--- src/verilog/lsu_isa_pkg.sv ---
package lsu_isa_pkg;

    ////////////////////////////////////////
    // instruction formats, opcode[31:24]
    ////////////////////////////////////////
    parameter logic [7:0] smrd_format  = 8'h01;
    parameter logic [7:0] ds_format    = 8'h02;
    parameter logic [7:0] mtbuf_format = 8'h04;

    // smrd: offset field holds an immediate
    parameter int smrd_imm_bit = 8;

    ////////////////////////////////////////
    // opcode numbers, opcode[7:0]
    ////////////////////////////////////////
    parameter logic [7:0] s_load_dword    = 8'd0;
    parameter logic [7:0] s_load_dwordx2  = 8'd1;
    parameter logic [7:0] s_load_dwordx4  = 8'd2;
    parameter logic [7:0] s_load_dwordx8  = 8'd3;
    parameter logic [7:0] s_load_dwordx16 = 8'd4;

    parameter logic [7:0] ds_read_b32  = 8'h36;
    parameter logic [7:0] ds_write_b32 = 8'h0D;

    parameter logic [7:0] tbuffer_load_format_x     = 8'd0;
    parameter logic [7:0] tbuffer_load_format_xy    = 8'd1;
    parameter logic [7:0] tbuffer_load_format_xyz   = 8'd2;
    parameter logic [7:0] tbuffer_load_format_xyzw  = 8'd3;
    parameter logic [7:0] tbuffer_store_format_x    = 8'd4;
    parameter logic [7:0] tbuffer_store_format_xy   = 8'd5;
    parameter logic [7:0] tbuffer_store_format_xyz  = 8'd6;
    parameter logic [7:0] tbuffer_store_format_xyzw = 8'd7;

    // operand field, read per format as sgpr or vgpr index
    typedef struct packed {
        logic [2:0] pad;
        logic [8:0] index;
    } sgpr_field_t;

    typedef struct packed {
        logic [1:0] pad;
        logic [9:0] index;
    } vgpr_field_t;

    typedef union packed {
        sgpr_field_t sgpr;
        vgpr_field_t vgpr;
    } operand_field_u;

    typedef struct packed {
        logic       legal;
        logic [7:0] fmt;
        logic       sgpr_source1_rd_en;
        logic       sgpr_source2_rd_en;
        logic [8:0] sgpr_source1_addr;
        logic [8:0] sgpr_source2_addr;
        logic       vgpr_source2_rd_en;
        logic [9:0] vgpr_source1_addr;
        logic [9:0] vgpr_source2_addr;
        logic [5:0] mem_op_cnt;
        logic       mem_op_rd;
        logic       mem_op_wr;
        logic       mem_gpr;       // 0 sgpr, 1 vgpr
        logic [3:0] sgpr_wr_mask;
        logic [1:0] gpr_op_depth;
        logic [7:0] smrd_imm;      // dword offset
    } lsu_decoded_t;

endpackage
--- src/verilog/lsu_pipe_pkg.sv ---
package lsu_pipe_pkg;

    ////////////////////////////////////////
    // decode -> execute record
    ////////////////////////////////////////
    typedef struct packed {
        logic                      valid;
        lsu_isa_pkg::lsu_decoded_t decoded;
        logic [31:0]               sgpr1;
        logic [31:0]               sgpr2;
        logic [31:0]               vgpr1;   // store data
        logic [31:0]               vgpr2;   // vector address
    } lsu_operands_t;

    ////////////////////////////////////////
    // memory request, one per instruction
    ////////////////////////////////////////
    typedef struct packed {
        logic        valid;
        logic        rd;
        logic        wr;
        logic        gpr;
        logic [5:0]  cnt;
        logic [1:0]  depth;
        logic [3:0]  wr_mask;
        logic [31:0] addr;
        logic [31:0] data;
    } mem_req_t;

    // register file fill port
    typedef struct packed {
        logic        en;
        logic        is_vgpr;
        logic [9:0]  index;
        logic [31:0] data;
    } gpr_preload_t;

endpackage

--- src/verilog/lsu_addr_calc.sv ---
module lsu_addr_calc (
    input  logic                        clk,
    input  logic                        reset,
    input  lsu_pipe_pkg::lsu_operands_t operands,
    output lsu_pipe_pkg::mem_req_t      mem_req,
    output logic                        illegal_op
);

    lsu_isa_pkg::lsu_decoded_t dec;

    logic [31:0] smrd_offset;
    logic [31:0] addr_next;
    logic [31:0] data_next;
    logic        req_fire;
    logic        illegal_fire;

    assign dec          = operands.decoded;
    assign req_fire     = operands.valid && dec.legal;
    assign illegal_fire = operands.valid && !dec.legal;

    // immediate is in dwords
    assign smrd_offset = dec.sgpr_source1_rd_en ? operands.sgpr1
                                                : {22'd0, dec.smrd_imm, 2'b00};

    ////////////////////////////////////////
    // address and store data per format
    ////////////////////////////////////////
    always_comb
    begin
        addr_next = 32'd0;
        data_next = 32'd0;
        case (dec.fmt)
            lsu_isa_pkg::smrd_format:
                addr_next = operands.sgpr2 + smrd_offset;   // no store data
            lsu_isa_pkg::ds_format:
            begin
                addr_next = operands.vgpr2;
                data_next = operands.vgpr1;
            end
            lsu_isa_pkg::mtbuf_format:
            begin
                addr_next = operands.sgpr1 + operands.sgpr2 + operands.vgpr2;
                data_next = operands.vgpr1;
            end
            default: ;
        endcase
    end

    ////////////////////////////////////////
    // result stage register
    ////////////////////////////////////////
    always_ff @(posedge clk)
    begin
        mem_req.cnt     <= dec.mem_op_cnt;
        mem_req.depth   <= dec.gpr_op_depth;
        mem_req.wr_mask <= dec.sgpr_wr_mask;
        mem_req.addr    <= addr_next;
        mem_req.data    <= data_next;

        if (reset)
        begin
            mem_req.valid <= 1'b0;
            mem_req.rd    <= 1'b0;
            mem_req.wr    <= 1'b0;
            mem_req.gpr   <= 1'b0;
            illegal_op    <= 1'b0;
        end
        else
        begin
            mem_req.valid <= req_fire;
            mem_req.rd    <= req_fire && dec.mem_op_rd;
            mem_req.wr    <= req_fire && dec.mem_op_wr;
            mem_req.gpr   <= req_fire && dec.mem_gpr;
            illegal_op    <= illegal_fire;   // instead of a request
        end
    end

endmodule

--- config.mk ---
export PLATFORM = sky130hd
export DESIGN_NAME = lsu_addr_calc
export DESIGN_NICKNAME = d
export VERILOG_FILES = /design/src/verilog/lsu_isa_pkg.sv /design/src/verilog/lsu_pipe_pkg.sv /design/src/verilog/lsu_addr_calc.sv
export SDC_FILE = /design/constraint.sdc
export NUM_CORES = 1
export LEC_CHECK = 0
export BUFFER_PORTS_ARGS = -buffer_cell sky130_fd_sc_hd__buf_2
export CORE_MARGIN = 5
export CORE_UTILIZATION = 53
export DETAILED_ROUTE_END_ITERATION = 10
export GPL_ROUTABILITY_DRIVEN = 0
export MAX_ROUTING_LAYER = met4
export PLACE_DENSITY = 0.9
export RECOVER_POWER = 50
export SLEW_MARGIN = 40
export SYNTH_ARGS = -nofsm -noshare
export SYNTH_HDL_FRONTEND = slang
export SYNTH_SLANG_ARGS = --single-unit
--- constraint.sdc ---
create_clock -name clk -period 10.3 [get_ports clk]
set_input_delay 2.06 -clock clk [delete_from_list [all_inputs] [get_ports clk]]
set_output_delay 2.06 -clock clk [all_outputs]
set_load 0.05 [all_outputs]
==> results.sh, run 1 <==
export IMPL_critPathCaptureType="register"
export IMPL_h_tree_depth=3
export IMPL_ir_drop_mv=0.0611
export IMPL_power_w=0.00109
export IMPL_drive_gt1_share_pct=22.8
export IMPL_coreArea_um2=12100
export IMPL_outcome="finished, final reports clean"
export IMPL_synth_nets=1022
export IMPL_synth_area_leaders="dfxtp_1 25%, ha_1 12%, fa_1 10%"
export IMPL_die_h_um=121
export IMPL_grt_max_degree=33
export IMPL_yosysUniqueCellTypes=68
export IMPL_synth_warnings=0
export IMPL_timing_fmax_mhz=188
export IMPL_hold_viol=0
export IMPL_num_fill_cells=1020
export IMPL_synth_top_area_share_pct=24.8
export IMPL_grt_first_pass_wirelength_um=31600
export IMPL_grt_overflow=0
export IMPL_dieWidth_um=121
export IMPL_cts_hold_buffers=0
export IMPL_drc=0
export IMPL_netlist_top_cell_by_area="dfxtp_1"
export IMPL_drt_iter0_drc=547
export IMPL_final_setup_viol_count=0
export IMPL_min_path_cells=1
export IMPL_startpoint_type="primary input"
export IMPL_vias=6666
export IMPL_hp_start="operands[148]"
export IMPL_fin_crit_ps=5310
export IMPL_drv_slew=0
export IMPL_cts_tree="yes"
export IMPL_path_max_fanout=32
export IMPL_tns_ps=0
export IMPL_instances_no_fill=1132
export IMPL_min_period_over_period_pct=51.6
export IMPL_cts_buffers=9
export IMPL_grt_pass1_vias=6571
export IMPL_max_slew_margin_pct=40.7
export IMPL_area_growth_pct=23.6
export IMPL_arrival_ps=5550
export IMPL_async_reset_ff_share_pct=0
export IMPL_clk_pin_slew_worst_paths_ps=70
export IMPL_drt_wl_total_um=20400
export IMPL_io_pins=285
export IMPL_antenna_found_initial=5
export IMPL_fin_nets=1252
export IMPL_clock_path_buffers=2
export IMPL_synth_area_um2=6530
export IMPL_synth_main_ff_cell="dfxtp_1"
export IMPL_rows=40
export IMPL_cap_violations=0
export IMPL_synth_seq_cells=81
export IMPL_leakage_nw=3.70
export IMPL_start_util_pct=54.1
export IMPL_dp_hpwl_um=16100
export IMPL_cts_sinks=81
export IMPL_post_cts_buffers=0
export IMPL_crit_required_ps=10540
export IMPL_wl_per_cell_um=18.1
export IMPL_synth_edff_count=0
export IMPL_die_area_um2=14600
export IMPL_synth_commonest_cells="81 x dfxtp_1, 62 x a21oi_1, 61 x ha_1, 48 x nand2_1, 42 x o21ai_0"
export IMPL_drt_vias_per_instance=5.89
export IMPL_post_synth_top_count_cell="dfxtp_1"
export IMPL_ys_seq_area_share_pct=24.8
export IMPL_rsz0062_at_grt="false"
export IMPL_crit_start="operands[191]"
export IMPL_avgSynthCellArea_um2=9.02
export IMPL_drt_pass1_iterations=6
export IMPL_ant_nets=0
export IMPL_cts_root_buf="clkbuf_16"
export IMPL_synth_cells=724
export IMPL_cts_resized=0
export IMPL_powerDensity_nw_per_um2=135
export IMPL_grt_usage_pct=27.8
export IMPL_final_util_pct=66.9
export IMPL_tightest_slew_ps=887
export IMPL_hp_class="in -> reg"
export IMPL_dp_cells=1111
export IMPL_worst_setup_path_type="in -> reg"
export IMPL_io_buffers=244
[per-layer routing]
layer,up-vias,track usage (%),wire (um)
li1,3102,-,-
met1,3056,32.1,7850
met2,420,45.5,9620
met3,88,6.57,2100
met4,0,13.4,873
met5,-,-,0
[registers in the layout, indices dropped and copies added, names as in the netlist]
register,flops
mem_req,80
illegal_op,1
[kinds of logic after synthesis]
| group | synth area share [%] |
|---|---|
| simple gates | 16.6 |
| fa+ha+maj | 21.8 |
| compound gates | 24.2 |
| xor+xnor | 7.38 |
| flops | 24.8 |
| mux | 1.99 |
| buf+inv | 3.16 |
[metrics by stage]
| stage | worst slack (ps) | area [um2] | hold slack (ps) |
|---|---|---|---|
| 4_1_cts | 5130 | 8140 | 1790 |
| 5_1_grt | 4810 | 8070 | 1790 |
| 3_5_place_dp | 4750 | 7840 | 2160 |
| 6_report | 4990 | 8070 | 1810 |
| 3_3_place_gp | 4880 | 7840 | 2160 |
| 2_1_floorplan | 5570 | 6530 | 2090 |
[worst paths after layout]
path,endpoint
worst max-delay path,mem_req[57]$_DFF_P_
worst min-delay path,mem_req[73]$_DFF_P_
[area by class of cell]
cell class	instances	area (um2)	area share [%]
antenna	5	12.5	0.155
clock buffer	10	229	2.84
clock inverter	6	68.8	0.853
inverter	17	63.8	0.791
multi-input combinational	599	4710	58.4
sequential	81	1620	20.1
tap	168	210	2.61
timing repair buffer	246	1150	14.3
[critical path: stages]
cell and delay (ps):
buf_2 520, mux2_2 410, ha_1 340, a21o_1 170, a21oi_1 210, a21oi_1 190, o21ai_0 410, a21boi_0 160
o21ai_0 420, a21oi_1 190, o21a_1 200, o31ai_1 250
[placed cells by master (no fill, tap or decap), drive strengths merged, types with 33 or more instances in the layout]
cell / count
a21o: 35
a21oi: 63
buf: 180
clkbuf: 76
dfxtp: 81
fa: 33
ha: 61
nand2: 48
nor2b: 36
o21ai: 43
xnor2: 33
[power by group]
part / switching (W) / total, W / internal, W
Combinational: 0.000261 / 0.000450 / 0.000189
Sequential: 0.00000112 / 0.000319 / 0.000318
Clock: 0.000135 / 0.000323 / 0.000189
(Power assumes the default switching activity.)
==> run 2: changes to the inputs <==
--- a/config.mk
+++ b/config.mk
@@ -5,13 +5,14 @@
 export SDC_FILE = /design/constraint.sdc
 export NUM_CORES = 1
 export LEC_CHECK = 0
+export ABC_AREA = 1
 export BUFFER_PORTS_ARGS = -buffer_cell sky130_fd_sc_hd__buf_2
 export CORE_MARGIN = 5
-export CORE_UTILIZATION = 53
+export CORE_UTILIZATION = 47
 export DETAILED_ROUTE_END_ITERATION = 10
 export GPL_ROUTABILITY_DRIVEN = 0
 export MAX_ROUTING_LAYER = met4
-export PLACE_DENSITY = 0.9
+export PLACE_DENSITY = 0.81
 export RECOVER_POWER = 50
 export SLEW_MARGIN = 40
 export SYNTH_ARGS = -nofsm -noshare
==> constraint.sdc (replaced) <==
create_clock -name clk -period 4.8 [get_ports clk]
set_input_delay 0.96 -clock clk [delete_from_list [all_inputs] [get_ports clk]]
set_output_delay 0.96 -clock clk [all_outputs]
set_load 0.05 [all_outputs]
==> run 2 against run 1 <==
  * Synthesized cell count rose by 84%
  * Cell count increased by 59%
  * Synthesized area rose by 22%
  * Sequential cell count stayed put
  * Cell area rose by 20%
  * Setup slack worse by 3500 ps
==> results.sh, run 2 <==
export IMPL_outcome="finished, final reports clean"
export IMPL_antenna_found_initial=4
export IMPL_cap_violations=0
export IMPL_dp_cells=1784
export IMPL_cts_buffers=9
export IMPL_post_synth_top_count_cell="nand2_1"
export IMPL_synth_main_ff_cell="dfxtp_1"
export IMPL_crit_path_end="mem_req[49]$_DFF_P_"
export IMPL_fin_nets=1873
export IMPL_async_reset_ff_share_pct=0
export IMPL_grt_overflow=0
export IMPL_grt_usage_pct=27.5
export IMPL_synth_nets=1632
export IMPL_drt_wl_total_um=27000
export IMPL_synth_seq_cells=81
export IMPL_synth_edff_count=0
export IMPL_synth_area_um2=7950
export IMPL_pwr_share_comb_pct=42.4
export IMPL_ir_drop_mv=0.158
export IMPL_cts_sinks=81
export IMPL_vias=9188
export IMPL_rows=47
export IMPL_arrival_ps=3580
export IMPL_cts_resized=0
export IMPL_critPathCaptureType="register"
export IMPL_final_cell_mix="496 x nand2_1, 269 x inv_1, 177 x buf_2, 113 x nor2_1, 102 x nand3_1"
export IMPL_yosysUniqueCellTypes=36
export IMPL_tns_ps=0
export IMPL_area_growth_pct=21.4
export IMPL_worst_setup_path_type="in -> reg"
export IMPL_coreArea_um2=16600
export IMPL_fin_hold_ws_ps=719
export IMPL_crit_top_cell="nand2_1"
export IMPL_swShare_pct=40.2
export IMPL_max_slew_margin_pct=39.8
export IMPL_drive_gt1_share_pct=13.9
export IMPL_die_area_um2=19600
export IMPL_post_cts_buffers=0
export IMPL_top_register="mem_req"
export IMPL_cp_cell_sequence="buf_2, fa_1, ha_1, fa_1, nand3_1, nand3_1, nand2_1, nand2_1, nand2_1, nand2_1, nand2_1, nand2_1, o21ai_1, inv_1, o21ai_1"
export IMPL_min_period_over_period_pct=69.1
export IMPL_hold_viol=0
export IMPL_synth_area_leaders="nand2_1 23%, dfxtp_1 20%, inv_1 13%"
export IMPL_fin_crit_ps=3320
export IMPL_timing_fmax_mhz=302
export IMPL_crit_start="operands[65]"
export IMPL_drc=0
export IMPL_slowest_stage="fa_1"
export IMPL_p_int_w=0.00153
export IMPL_start_util_pct=47.9
export IMPL_powerDensity_nw_per_um2=265
export IMPL_netlist_top_cell_by_area="nand2_1"
export IMPL_ant_nets=0
export IMPL_placed_area_um2=9390
export IMPL_startpoint_type="primary input"
export IMPL_postLayoutCellArea_um2=9650
export IMPL_h_tree_depth=3
export IMPL_dp_hpwl_um=22900
export IMPL_hp_class="in -> reg"
export IMPL_rsz0062_at_grt="false"
export IMPL_drt_iter0_drc=828
export IMPL_drv_slew=0
export IMPL_synth_cells=1334
export IMPL_ys_seq_area_share_pct=20.4
export IMPL_leakage_nw=5.78
export IMPL_grt_max_degree=33
export IMPL_layout_commonest_cell="nand2_1"
export IMPL_drt_pass1_iterations=5
export IMPL_seq_power_share_pct=26.8
export IMPL_power_w=0.00255
export IMPL_io_buffers=244
export IMPL_synth_top_area_share_pct=23.4
export IMPL_synth_commonest_cells="496 x nand2_1, 269 x inv_1, 114 x nor2_1, 102 x nand3_1, 81 x dfxtp_1"
export IMPL_grt_first_pass_wirelength_um=42000
export IMPL_cts_hold_buffers=0
export IMPL_clock_path_buffers=2
export IMPL_top_regs="mem_req (80), illegal_op (1)"
export IMPL_power_frac_clock_pct=30.8
export IMPL_crit_required_ps=5070
export IMPL_io_pins=285
export IMPL_cp_slowest_stage_delay_ps=530
export IMPL_cts_tree="yes"
export IMPL_die_h_um=140
export IMPL_tightest_slew_ps=902
export IMPL_path_max_fanout=4
export IMPL_clk_pin_slew_worst_paths_ps=60
export IMPL_wl_per_cell_um=15.0
export IMPL_drt_vias_per_instance=5.09
export IMPL_final_setup_viol_count=0
export IMPL_grt_pass1_vias=8639
export IMPL_instances_no_fill=1804
export IMPL_avgSynthCellArea_um2=5.96
export IMPL_cts_root_buf="clkbuf_16"
export IMPL_switching_power_w=0.00103
export IMPL_largest_register_ffs=80
export IMPL_dieWidth_um=140
export IMPL_synth_warnings=0
==> run 2: worst min-delay path by stage <==
stage	start	end	slack [ps]	cells past startpoint
3_3_place_gp	operands[150]	mem_req[75]$_DFF_P_	1060	1
5_1_grt	operands[145]	mem_req[70]$_DFF_P_	710	1
6_report	operands[145]	mem_req[70]$_DFF_P_	720	1
3_5_place_dp	operands[145]	mem_req[70]$_DFF_P_	1060	1
4_1_cts	operands[145]	mem_req[70]$_DFF_P_	700	1
2_1_floorplan	operands[138]	mem_req[64]$_DFF_P_	990	0
==> run 2: area by class of cell <==
| type | instances | area (um2) |
|---|---|---|
| diodes | 4 | 10.0 |
| clock buffers | 9 | 225 |
| clock inverters | 7 | 108 |
| fillers | 1625 | 6930 |
| inverters | 273 | 1020 |
| multi-input cells | 965 | 5240 |
| flip-flops and latches | 81 | 1620 |
| well taps | 220 | 275 |
| repair buffers | 245 | 1140 |
==> run 2: power by group through the flow <==
stage / Sequential [W] / Combinational [W] / Clock [W]
after floorplan: 0.000734 / 0.000717 / 0
after global placement: 0.000699 / 0.00103 / 0
after detailed placement: 0.000699 / 0.00106 / 0
after CTS: 0.000684 / 0.00106 / 0.000801
after global routing: 0.000685 / 0.00121 / 0.000827
final: 0.000684 / 0.00108 / 0.000786
==> run 2: metrics by stage <==
stage	worst slack (ps)	utilization (%)
3_3_place_gp	1200	56.6
2_1_floorplan	1790	-
3_5_place_dp	1160	56.6
5_1_grt	1310	58.2
6_report	1480	58.2
4_1_cts	1510	58.6
==> run 2: critical path: cells and delay by family <==
kind | cells | cell delay (ps)
adders and majority gates | 3 | 1250
and+or+nand+nor | 8 | 780
AOI/OAI and AO/OA | 2 | 360
buffers and inverters | 2 | 220
==> run 2: cells by family after synthesis <==
| logic type | synth area share, % |
|---|---|
| muxes | 1.13 |
| adders and majority gates | 17.9 |
| xor gates and xnor gates | 1.32 |
| buffers and inverters | 13.8 |
| DFF | 20.4 |
| and+or+nand+nor | 39.6 |
| AOI/OAI and AO/OA | 5.87 |
==> run 2: metal layers <==
metal / up-vias / global-route usage [%] / wire length (um)
li1: 4551 / - / -
met1: 4053 / 31.7 / 10300
met2: 485 / 46.3 / 12700
met3: 99 / 4.09 / 2610
met4: 0 / 14.5 / 1400
met5: - / - / 0
