File: config.mk
export PLATFORM = sky130hd
export DESIGN_NAME = lsu_opcode_decoder
export DESIGN_NICKNAME = d
export VERILOG_FILES = /design/src/verilog/lsu_isa_pkg.sv /design/src/verilog/lsu_opcode_decoder.sv
export SDC_FILE = /design/constraint.sdc
export NUM_CORES = 1
export LEC_CHECK = 0
export BUFFER_PORTS_ARGS = -buffer_cell sky130_fd_sc_hd__buf_2
export CORE_AREA = 2 2 59 61
export DETAILED_ROUTE_END_ITERATION = 8
export DIE_AREA = 0 0 61 63
export PLACE_DENSITY = 0.82
export SLEW_MARGIN = 0
export SYNTH_ARGS = -nofsm -noshare
export SYNTH_HDL_FRONTEND = slang
export SYNTH_SLANG_ARGS = --single-unit
File: constraint.sdc
create_clock -name vclk -period 3.35
set_clock_uncertainty 0.2 [all_clocks]
set_input_delay 0.335 -clock vclk [all_inputs]
set_output_delay 0.335 -clock vclk [all_outputs]
set_load 0.01 [all_outputs]
File: src/verilog/lsu_isa_pkg.sv
package lsu_isa_pkg;

    ////////////////////////////////////////
    // instruction formats, opcode[31:24]
    ////////////////////////////////////////
    parameter logic [7:0] smrd_format  = 8'h01;
    parameter logic [7:0] ds_format    = 8'h02;
    parameter logic [7:0] mtbuf_format = 8'h04;

    // smrd: offset field holds an immediate
    parameter int smrd_imm_bit = 8;

    ////////////////////////////////////////
    // opcode numbers, opcode[7:0]
    ////////////////////////////////////////
    parameter logic [7:0] s_load_dword    = 8'd0;
    parameter logic [7:0] s_load_dwordx2  = 8'd1;
    parameter logic [7:0] s_load_dwordx4  = 8'd2;
    parameter logic [7:0] s_load_dwordx8  = 8'd3;
    parameter logic [7:0] s_load_dwordx16 = 8'd4;

    parameter logic [7:0] ds_read_b32  = 8'h36;
    parameter logic [7:0] ds_write_b32 = 8'h0D;

    parameter logic [7:0] tbuffer_load_format_x     = 8'd0;
    parameter logic [7:0] tbuffer_load_format_xy    = 8'd1;
    parameter logic [7:0] tbuffer_load_format_xyz   = 8'd2;
    parameter logic [7:0] tbuffer_load_format_xyzw  = 8'd3;
    parameter logic [7:0] tbuffer_store_format_x    = 8'd4;
    parameter logic [7:0] tbuffer_store_format_xy   = 8'd5;
    parameter logic [7:0] tbuffer_store_format_xyz  = 8'd6;
    parameter logic [7:0] tbuffer_store_format_xyzw = 8'd7;

    // operand field, read per format as sgpr or vgpr index
    typedef struct packed {
        logic [2:0] pad;
        logic [8:0] index;
    } sgpr_field_t;

    typedef struct packed {
        logic [1:0] pad;
        logic [9:0] index;
    } vgpr_field_t;

    typedef union packed {
        sgpr_field_t sgpr;
        vgpr_field_t vgpr;
    } operand_field_u;

    typedef struct packed {
        logic       legal;
        logic [7:0] fmt;
        logic       sgpr_source1_rd_en;
        logic       sgpr_source2_rd_en;
        logic [8:0] sgpr_source1_addr;
        logic [8:0] sgpr_source2_addr;
        logic       vgpr_source2_rd_en;
        logic [9:0] vgpr_source1_addr;
        logic [9:0] vgpr_source2_addr;
        logic [5:0] mem_op_cnt;
        logic       mem_op_rd;
        logic       mem_op_wr;
        logic       mem_gpr;       // 0 sgpr, 1 vgpr
        logic [3:0] sgpr_wr_mask;
        logic [1:0] gpr_op_depth;
        logic [7:0] smrd_imm;      // dword offset
    } lsu_decoded_t;

endpackage
File: src/verilog/lsu_opcode_decoder.sv
module lsu_opcode_decoder (
    input  logic                        lsu_selected,
    input  logic [31:0]                 lsu_opcode,
    input  lsu_isa_pkg::operand_field_u issue_source_reg1,
    input  lsu_isa_pkg::operand_field_u issue_source_reg2,
    input  lsu_isa_pkg::operand_field_u issue_source_reg3,
    input  lsu_isa_pkg::operand_field_u issue_mem_sgpr,
    output lsu_isa_pkg::lsu_decoded_t   decoded
);

    logic [7:0] fmt;
    logic [7:0] op;
    logic       imm_sel;
    logic       op_hit;   // some table entry matched

    assign fmt     = lsu_opcode[31:24];
    assign op      = lsu_opcode[7:0];
    assign imm_sel = lsu_opcode[lsu_isa_pkg::smrd_imm_bit];

    always_comb
    begin
        decoded     = '0;
        decoded.fmt = fmt;
        op_hit      = 1'b0;

        if (lsu_selected)
        begin
            case (fmt)
                ////////////////////////////////////////
                // smrd: base in source2, offset in source1
                ////////////////////////////////////////
                lsu_isa_pkg::smrd_format:
                begin
                    decoded.sgpr_source1_addr  = issue_source_reg1.sgpr.index;
                    decoded.sgpr_source2_addr  = issue_source_reg2.sgpr.index;
                    decoded.sgpr_source2_rd_en = 1'b1;
                    decoded.sgpr_source1_rd_en = !imm_sel;
                    if (imm_sel)
                        decoded.smrd_imm = issue_source_reg1.sgpr.index[7:0];
                    decoded.mem_op_rd = 1'b1;   // loads only, no dcache_inv
                    case (op)
                        lsu_isa_pkg::s_load_dword:
                        begin
                            op_hit               = 1'b1;
                            decoded.mem_op_cnt   = 6'd0;
                            decoded.sgpr_wr_mask = 4'b0001;
                        end
                        lsu_isa_pkg::s_load_dwordx2:
                        begin
                            op_hit               = 1'b1;
                            decoded.mem_op_cnt   = 6'd1;
                            decoded.sgpr_wr_mask = 4'b0011;
                        end
                        lsu_isa_pkg::s_load_dwordx4:
                        begin
                            op_hit               = 1'b1;
                            decoded.mem_op_cnt   = 6'd3;
                            decoded.sgpr_wr_mask = 4'b1111;
                        end
                        lsu_isa_pkg::s_load_dwordx8:
                        begin
                            op_hit               = 1'b1;
                            decoded.mem_op_cnt   = 6'd3;
                            decoded.sgpr_wr_mask = 4'b1111;
                            decoded.gpr_op_depth = 2'b01;   // two passes of x4
                        end
                        lsu_isa_pkg::s_load_dwordx16:
                        begin
                            op_hit               = 1'b1;
                            decoded.mem_op_cnt   = 6'd3;
                            decoded.sgpr_wr_mask = 4'b1111;
                            decoded.gpr_op_depth = 2'b10;
                        end
                        default: ;
                    endcase
                end

                ////////////////////////////////////////
                // ds: vgpr address and data
                ////////////////////////////////////////
                lsu_isa_pkg::ds_format:
                begin
                    decoded.vgpr_source1_addr  = issue_source_reg2.vgpr.index;   // data0
                    decoded.vgpr_source2_addr  = issue_source_reg1.vgpr.index;   // addr
                    decoded.vgpr_source2_rd_en = 1'b1;
                    decoded.mem_gpr            = 1'b1;
                    case (op)
                        lsu_isa_pkg::ds_read_b32:
                        begin
                            op_hit            = 1'b1;
                            decoded.mem_op_rd = 1'b1;
                        end
                        lsu_isa_pkg::ds_write_b32:
                        begin
                            op_hit            = 1'b1;
                            decoded.mem_op_wr = 1'b1;
                        end
                        default: ;
                    endcase
                end

                ////////////////////////////////////////
                // mtbuf: resource, soffset, vaddr, vdata
                ////////////////////////////////////////
                lsu_isa_pkg::mtbuf_format:
                begin
                    decoded.vgpr_source1_addr  = issue_source_reg2.vgpr.index;
                    decoded.vgpr_source2_addr  = issue_source_reg3.vgpr.index;
                    decoded.sgpr_source1_addr  = issue_mem_sgpr.sgpr.index;
                    decoded.sgpr_source2_addr  = issue_source_reg1.sgpr.index;
                    decoded.sgpr_source1_rd_en = 1'b1;
                    decoded.sgpr_source2_rd_en = 1'b1;
                    decoded.vgpr_source2_rd_en = 1'b1;
                    decoded.mem_gpr            = 1'b1;
                    case (op)
                        lsu_isa_pkg::tbuffer_load_format_x,
                        lsu_isa_pkg::tbuffer_load_format_xy,
                        lsu_isa_pkg::tbuffer_load_format_xyz,
                        lsu_isa_pkg::tbuffer_load_format_xyzw:
                        begin
                            op_hit               = 1'b1;
                            decoded.mem_op_rd    = 1'b1;
                            decoded.mem_op_cnt   = 6'd63;    // all 64 lanes
                            decoded.gpr_op_depth = op[1:0];  // x .. xyzw
                        end
                        lsu_isa_pkg::tbuffer_store_format_x,
                        lsu_isa_pkg::tbuffer_store_format_xy,
                        lsu_isa_pkg::tbuffer_store_format_xyz,
                        lsu_isa_pkg::tbuffer_store_format_xyzw:
                        begin
                            op_hit               = 1'b1;
                            decoded.mem_op_wr    = 1'b1;
                            decoded.mem_op_cnt   = 6'd63;
                            decoded.gpr_op_depth = op[1:0];
                        end
                        default: ;
                    endcase
                end

                default: ;   // unknown format
            endcase
        end

        decoded.legal = !lsu_selected || op_hit;
    end

endmodule

==> run_results.csv, run 1 <==
group,metric,value,unit
worst_setup_path,end_kind,"output port",
die,initial_core_util,26.9,%
timing,rsz0062_at_grt,"false",
die,num_rows,21,
detailed_routing,antenna_left,0,
run,max_cap_viol_count,0,
logic_synthesis,ys_seq_area_share,0,%
placement,place_inst,281,
timing,max_freq,0.409,GHz
final_layout,multi_input_area,691,µm²
logic_synthesis,ys_warn_count,0,
placement,hpwl,2970,µm
timing,setup-violations-final,0,
worst_setup_path,cp.required,2.81,ns
timing,fin_crit_sh,73.1,%
grt,grt.total_usage,17.2,%
detailed_routing,first_pass_iters,4,
final_layout,drive_above_1_share,60.9,%
logic_synthesis,syn_inst,122,
worst_setup_path,worstSetupStartpointType,"input pin",
final_layout,clkbuf_count,0,
timing,fin_crit,2.45,ns
logic_synthesis,syn_area,868,µm²
placement,port_buffers,130,
final_layout,final_cells,281,
worst_setup_path,worstSetupPathType,"input pin to output port",
final_layout,register_area,0,µm²
detailed_routing,drt_iter0_drc,37,
power_and_ir_drop,irDropWorstVdd,23.1,µV
final_layout,syn2layout_area_growth,68.0,%
power_and_ir_drop,leakage,0.944,nW
logic_synthesis,ys_types,34,
worst_setup_path,cp_max_fo,9,
logic_synthesis,synthTopCellsByArea,"a22o_1 (28%), buf_4 (11%), and3_1 (7.9%)",
die,ios,154,
die,core,3230,µm²
logic_synthesis,yosys.area.top_type,"a22o_1",
timing,drv_slew,0,
die,dieArea,3840,µm²
grt,antenna_found_initial,0,
grt,grt_pass1_wl,5430,µm
final_layout,antennaDiodeCount,0,
worst_setup_path,crit_arrival,1.91,ns
timing,hold_viol_final,0,
final_layout,fill_cells,350,
final_layout,finalInstanceArea,1460,µm²
timing,tightest_slew,0.417,ns
logic_synthesis,synth_top_area_share,28.2,%
detailed_routing,wirelength,3510,µm
placement,globalplace.congestion,0.773,
detailed_routing,wire_per_inst,12.5,µm
detailed_routing,via_per_inst,4.89,
grt,grt_overflow_total,0,
detailed_routing,drc,0,
clock_tree,cts_resized,0,
clock_tree,ctsHoldBuffers,0,
timing,fin_hold_ws,0.679,ns
grt,grt_max_degree,20,
placement,dpl_cell_area,1460,µm²
logic_synthesis,syn_avg_cell_area,7.12,µm²
detailed_routing,num_vias,1373,
grt,grt_pass1_vias,1246,
die,fp.dieH,63,µm
power_and_ir_drop,report.power.total,0.0738,mW
timing,finalSetupTns,0,ns
run_status,status,"finished clean",
timing,max_slew_margin,72.0,%
final_layout,seq_cell_count,0,
die,die_x,61,µm
final_layout,fin_nets,318,
power_and_ir_drop,p_per_area,50.6,nW/µm²
min_path,holdCritPathClass,"input pin to output port",
logic_synthesis,synth.net_count,203,
clock_tree,cts_setup_buffers,0,
==> synth_stat cells <==
cell type,instances
nand4_1,2
nor2_1,8
nand3_1,3
o32ai_1,1
nor2_2,2
or2_1,1
buf_4,13
and4_1,1
a31oi_4,1
inv_1,4
or3_1,1
or2_2,2
nor3_1,2
nand2b_1,1
a22o_1,28
a21o_1,2
and3_1,11
clkbuf_1,3
nor4_4,1
or3b_1,2
nor3b_1,1
nand4b_1,1
or4_1,1
o21a_1,1
a21oi_1,3
o21ai_0,2
a22oi_2,1
nor4_1,3
nand2_1,1
xnor2_1,1
buf_6,3
buf_2,4
mux2i_1,1
and2_1,10
==> through the flow <==
stage	utilization [%]	setup slack (ns)
after floorplan	-	1.11
after global placement	45.1	0.961
after detailed placement	45.1	0.895
after CTS	45.1	0.888
after global routing	45.1	0.723
final	45.1	0.903
==> worst max-delay path, stage by stage <==
cell	delay [ns]
buf_2	0.11
nor4_1	0.41
nand3_1	0.18
a21oi_1	0.37
buf_4	0.24
and2_1	0.13
buf_2	0.13
==> per-layer routing <==
layer / vias to the layer above / track usage, % / wire, µm
met5: - / 0 / 0
met4: 0 / 1.90 / 7
met3: 2 / 1.04 / 223
met2: 60 / 31.3 / 1830
met1: 631 / 22.2 / 1450
li1: 680 / - / -
==> power breakdown <==
part	switching, mW	internal [mW]
sequential	0	0
clock	0	0
combinational	0.0384	0.0354
==> cell type report <==
type,instances,share of cell area [%]
Timing Repair Buffer,136,47.7
Tap cell,46,3.95
Inverter,4,1.03
Multi-Input combinational cell,95,47.3
==> cells in the final DEF (no fill, tap or decap), types with 3 or more instances in the layout <==
cell / synthesis / layout
buf_2: 4 / 130
inv_1: 4 / 4
and3_1: 11 / 11
and2_1: 10 / 10
a21oi_1: 3 / 3
nand3_1: 3 / 3
nor4_1: 3 / 3
buf_4: 13 / 6
nor2_1: 8 / 8
a22o_1: 28 / 28
==> cell families (layout without fill, tap and decap cells) <==
logic type | Yosys count | count (layout) | synth area share (%)
buffers and inverters | 27 | 140 | 20.5
AND/OR/NAND/NOR | 54 | 54 | 38.8
multiplexers | 1 | 1 | 1.15
AO/OA/AOI/OAI | 39 | 39 | 38.6
XOR/XNOR | 1 | 1 | 1.01
==> worst paths after layout <==
kind,end,slack (ns),start,cells after the start
max,decoded[39],0.90,lsu_opcode[27],7
min,decoded[71],0.68,lsu_opcode[31],2
Note: power is estimated with default switching activity, not from simulation.
==> run 2: changes to the inputs <==
==> constraint.sdc (replaced) <==
create_clock -name vclk -period 2.3
set_clock_uncertainty 0.2 [all_clocks]
set_input_delay 0.23 -clock vclk [all_inputs]
set_output_delay 0.23 -clock vclk [all_outputs]
set_load 0.01 [all_outputs]
==> run_results.csv, run 2 (synthesized netlist as in run 1, its figures left out) <==
group,metric,value,unit
run_status,status,"finished clean",
final_layout,layout_common_cells,"buf_2 (130), a22o_1 (28), and3_1 (11)",
grt,grt.total_usage,17.3,%
clock_tree,cts_resized,0,
timing,fin_ws,0.170,ns
timing,tightest_slew,0.398,ns
die,die_x,61,µm
worst_setup_path,cp.required,1.87,ns
final_layout,final_cells,281,
worst_setup_path,cp_max_fo,18,
grt,grt_max_degree,37,
placement,hpwl,2980,µm
final_layout,syn2layout_area_growth,69.5,%
timing,max_freq,0.469,GHz
grt,grt_use_met1,22.2,%
timing,setup-violations-final,0,
worst_setup_path,worstSetupPathType,"input pin to output port",
worst_setup_path,crit_arrival,1.70,ns
grt,grt_pass1_vias,1231,
grt,antenna_found_initial,0,
placement,port_buffers,130,
min_path,holdPathStages,2,
final_layout,register_area,0,µm²
placement,globalplace.congestion,0.790,
die,num_rows,21,
timing,fin_crit,2.13,ns
worst_setup_path,worstSetupStartpointType,"input pin",
final_layout,finalInstanceArea,1470,µm²
final_layout,final_common_cell,"buf_2",
timing,fin_hold_ws,0.468,ns
worst_setup_path,end_kind,"output port",
timing,max_slew_margin,73.2,%
detailed_routing,first_pass_iters,4,
die,initial_core_util,26.9,%
clock_tree,ctsHoldBuffers,0,
detailed_routing,drt_iter0_drc,47,
grt,grt_pass1_wl,5490,µm
final_layout,fin_nets,318,
timing,drv_slew,0,
detailed_routing,drc,0,
placement,dp_worst_setup_slack,0.165,ns
detailed_routing,num_vias,1404,
placement,dpl_cell_area,1470,µm²
power_and_ir_drop,irDropWorstVdd,31.3,µV
placement,place_inst,281,
power_and_ir_drop,leakage,0.947,nW
die,core,3230,µm²
grt,use_met3,1.24,%
power_and_ir_drop,p_per_area,73.6,nW/µm²
timing,finalSetupTns,0,ns
detailed_routing,via_per_inst,5.00,
power_and_ir_drop,report.power.total,0.108,mW
final_layout,seq_cell_count,0,
final_layout,antennaDiodeCount,0,
detailed_routing,wirelength,3590,µm
die,dieArea,3840,µm²
run,max_cap_viol_count,0,
grt,grtUsageMet2,32.0,%
timing,hold_viol_final,0,
final_layout,drive_above_1_share,60.9,%
min_path,holdCritPathClass,"input pin to output port",
die,fp.dieH,63,µm
clock_tree,cts_setup_buffers,0,
timing,fin_crit_sh,92.6,%
die,ios,154,
timing,rsz0062_at_grt,"false",
detailed_routing,wire_per_inst,12.8,µm
grt,grt_overflow_total,0,
final_layout,final_util,45.5,%
final_layout,clkbuf_count,0,
detailed_routing,antenna_left,0,
grt,top_usage_layer,"met2",
==> run 2: worst paths after layout <==
path                        from           to  slack [ns]
setup / recovery  lsu_opcode[27]  decoded[27]        0.17
hold / removal    lsu_opcode[27]  decoded[67]        0.47
==> run 2: area by class of cell <==
cell class                      instances  area [µm²]
Fill cell                             349        1760
Inverter                                4        15.0
Multi-Input combinational cell         95         691
Tap cell                               46        57.6
Timing Repair Buffer                  136         708
==> run 2: metal layers <==
layer	routed length (µm)	share of wire, %	vias up
li1	-	-	682
met1	1490	42	651
met2	1840	51	69
met4	10	0.28	0
met3	244	6.8	2
met5	0	0	-
==> run 2: worst max-delay path, cell delays in order <==
cell	delay [ns]
buf_2	0.11
or4_1	0.59
nor4_4	0.18
buf_4	0.28
a22o_1	0.18
buf_2	0.13
==> run 2: power breakdown <==
group	switching, mW	internal [mW]	total (mW)
combinational	0.0565	0.0518	0.108
sequential	0	0	0
clock	0	0	0
==> run 3: changes to the inputs <==
==> constraint.sdc (replaced) <==
create_clock -name vclk -period 2
set_clock_uncertainty 0.2 [all_clocks]
set_input_delay 0.2 -clock vclk [all_inputs]
set_output_delay 0.2 -clock vclk [all_outputs]
set_load 0.01 [all_outputs]
==> run_results.csv, run 3 (synthesized netlist as in run 1, its figures left out) <==
group,metric,value,unit
run_status,status,"finished clean",
placement,port_buffers,130,
worst_setup_path,slowest_delay,0.55,ns
final_layout,clkbuf_count,0,
timing,hold_viol_final,0,
timing,fin_hold_ws,0.392,ns
final_layout,final_common_cell,"buf_2",
final_layout,register_area,0,µm²
run,max_cap_viol_count,0,
die,dieArea,3840,µm²
detailed_routing,wire_per_inst,13.6,µm
timing,tightest_slew,0.338,ns
die,fp.dieH,63,µm
worst_setup_path,worstSetupPathType,"input pin to output port",
die,ios,154,
final_layout,drive_above_1_share,64.5,%
die,core,3230,µm²
final_layout,final_cells,288,
placement,hpwl,2940,µm
worst_setup_path,slowest_stage,"or4_4",
final_layout,fin_nets,325,
placement,place_inst,283,
worst_setup_path,cp.required,1.60,ns
worst_setup_path,path_delay_family,"simple AND/OR/NAND/NOR gates",
final_layout,multi_input_area,724,µm²
clock_tree,ctsHoldBuffers,0,
timing,fin_crit_sh,99.2,%
grt,grt.total_usage,18.7,%
timing,max_slew_margin,77.3,%
power_and_ir_drop,irDropWorstVdd,35.4,µV
die,initial_core_util,26.9,%
detailed_routing,via_per_inst,5.01,
final_layout,seq_cell_count,0,
grt,grt_pass1_wl,5930,µm
power_and_ir_drop,leakage,1.00,nW
timing,setup-violations-final,0,
grt,grt_max_degree,37,
detailed_routing,antenna_left,0,
die,die_x,61,µm
timing,rsz0062_at_grt,"true",
final_layout,antennaDiodeCount,0,
worst_setup_path,critPathMostFrequentCell,"buf_6",
worst_setup_path,end_kind,"output port",
die,num_rows,21,
detailed_routing,drc,0,
final_layout,fill_cells,344,
detailed_routing,first_pass_iters,4,
timing,max_freq,0.504,GHz
worst_setup_path,worstSetupStartpointType,"input pin",
final_layout,layout_common_cells,"buf_2 (128), a22o_1 (28), and3_1 (11)",
grt,grt_overflow_total,0,
final_layout,syn2layout_area_growth,85.6,%
grt,grt_pass1_vias,1345,
detailed_routing,drt_iter0_drc,54,
worst_setup_path,cp_max_fo,5,
detailed_routing,num_vias,1442,
worst_setup_path,path_buf_inv,4,
detailed_routing,wirelength,3930,µm
power_and_ir_drop,p_per_area,83.4,nW/µm²
worst_setup_path,crit_chain,"buf_6, or4_4, nor4_4, buf_6, buf_6, a22o_1, buf_2",
worst_setup_path,crit_arrival,1.58,ns
timing,drv_slew,0,
timing,fin_crit,1.98,ns
min_path,holdCritPathClass,"input pin to output port",
placement,globalplace.congestion,0.738,
grt,antenna_found_initial,0,
-- run 3: layout make-up --
class,count,share of cell area (%)
repair buffers,143,50.5
multi-input cells,95,45.0
well taps,46,3.57
inverters,4,0.932
-- run 3: per-layer routing --
| layer | routed length [µm] | share of wire [%] | GRT usage [%] |
|---|---|---|---|
| met2 | 2090 | 53 | 33.2 |
| met3 | 236 | 6.0 | 0.828 |
| met4 | 8 | 0.20 | 1.90 |
| met5 | 0 | 0 | 0 |
| met1 | 1600 | 41 | 25.1 |
-- run 3: repair_timing --
| action | CTS | global route |
|---|---|---|
| cloned | 2 | 2 |
| pin swaps | 0 | 7 |
| gates resized for setup | 9 | 10 |
| setup buffers | 1 | 0 |
| endpoints found under the setup margin | 42 | 54 |
-- run 3: through the flow --
stage	worst slack, ns	utilization [%]	TNS (ns)	area, µm²	power, mW
after floorplan	0.0338	-	0	868	0.0469
after global routing	-0.0546	49.9	-0.765	1610	0.149
after global placement	-0.0885	46.0	-1.96	1490	0.121
after detailed placement	-0.0713	46.0	-1.60	1490	0.125
after CTS	0.00574	47.6	0	1540	0.128
final	0.0153	49.9	0	1610	0.134
-- run 3: where the power goes --
| group | total (mW) | switching [mW] | internal [mW] |
|---|---|---|---|
| combinational | 0.134 | 0.0694 | 0.0650 |
| sequential | 0 | 0 | 0 |
| clock | 0 | 0 | 0 |
-- run 3: path summary, 6_finish.rpt --
path | start | slack [ns] | depth (start not counted) | endpoint
min | lsu_opcode[27] | 0.39 | 2 | decoded[67]
max | lsu_opcode[27] | 0.02 | 7 | decoded[27]
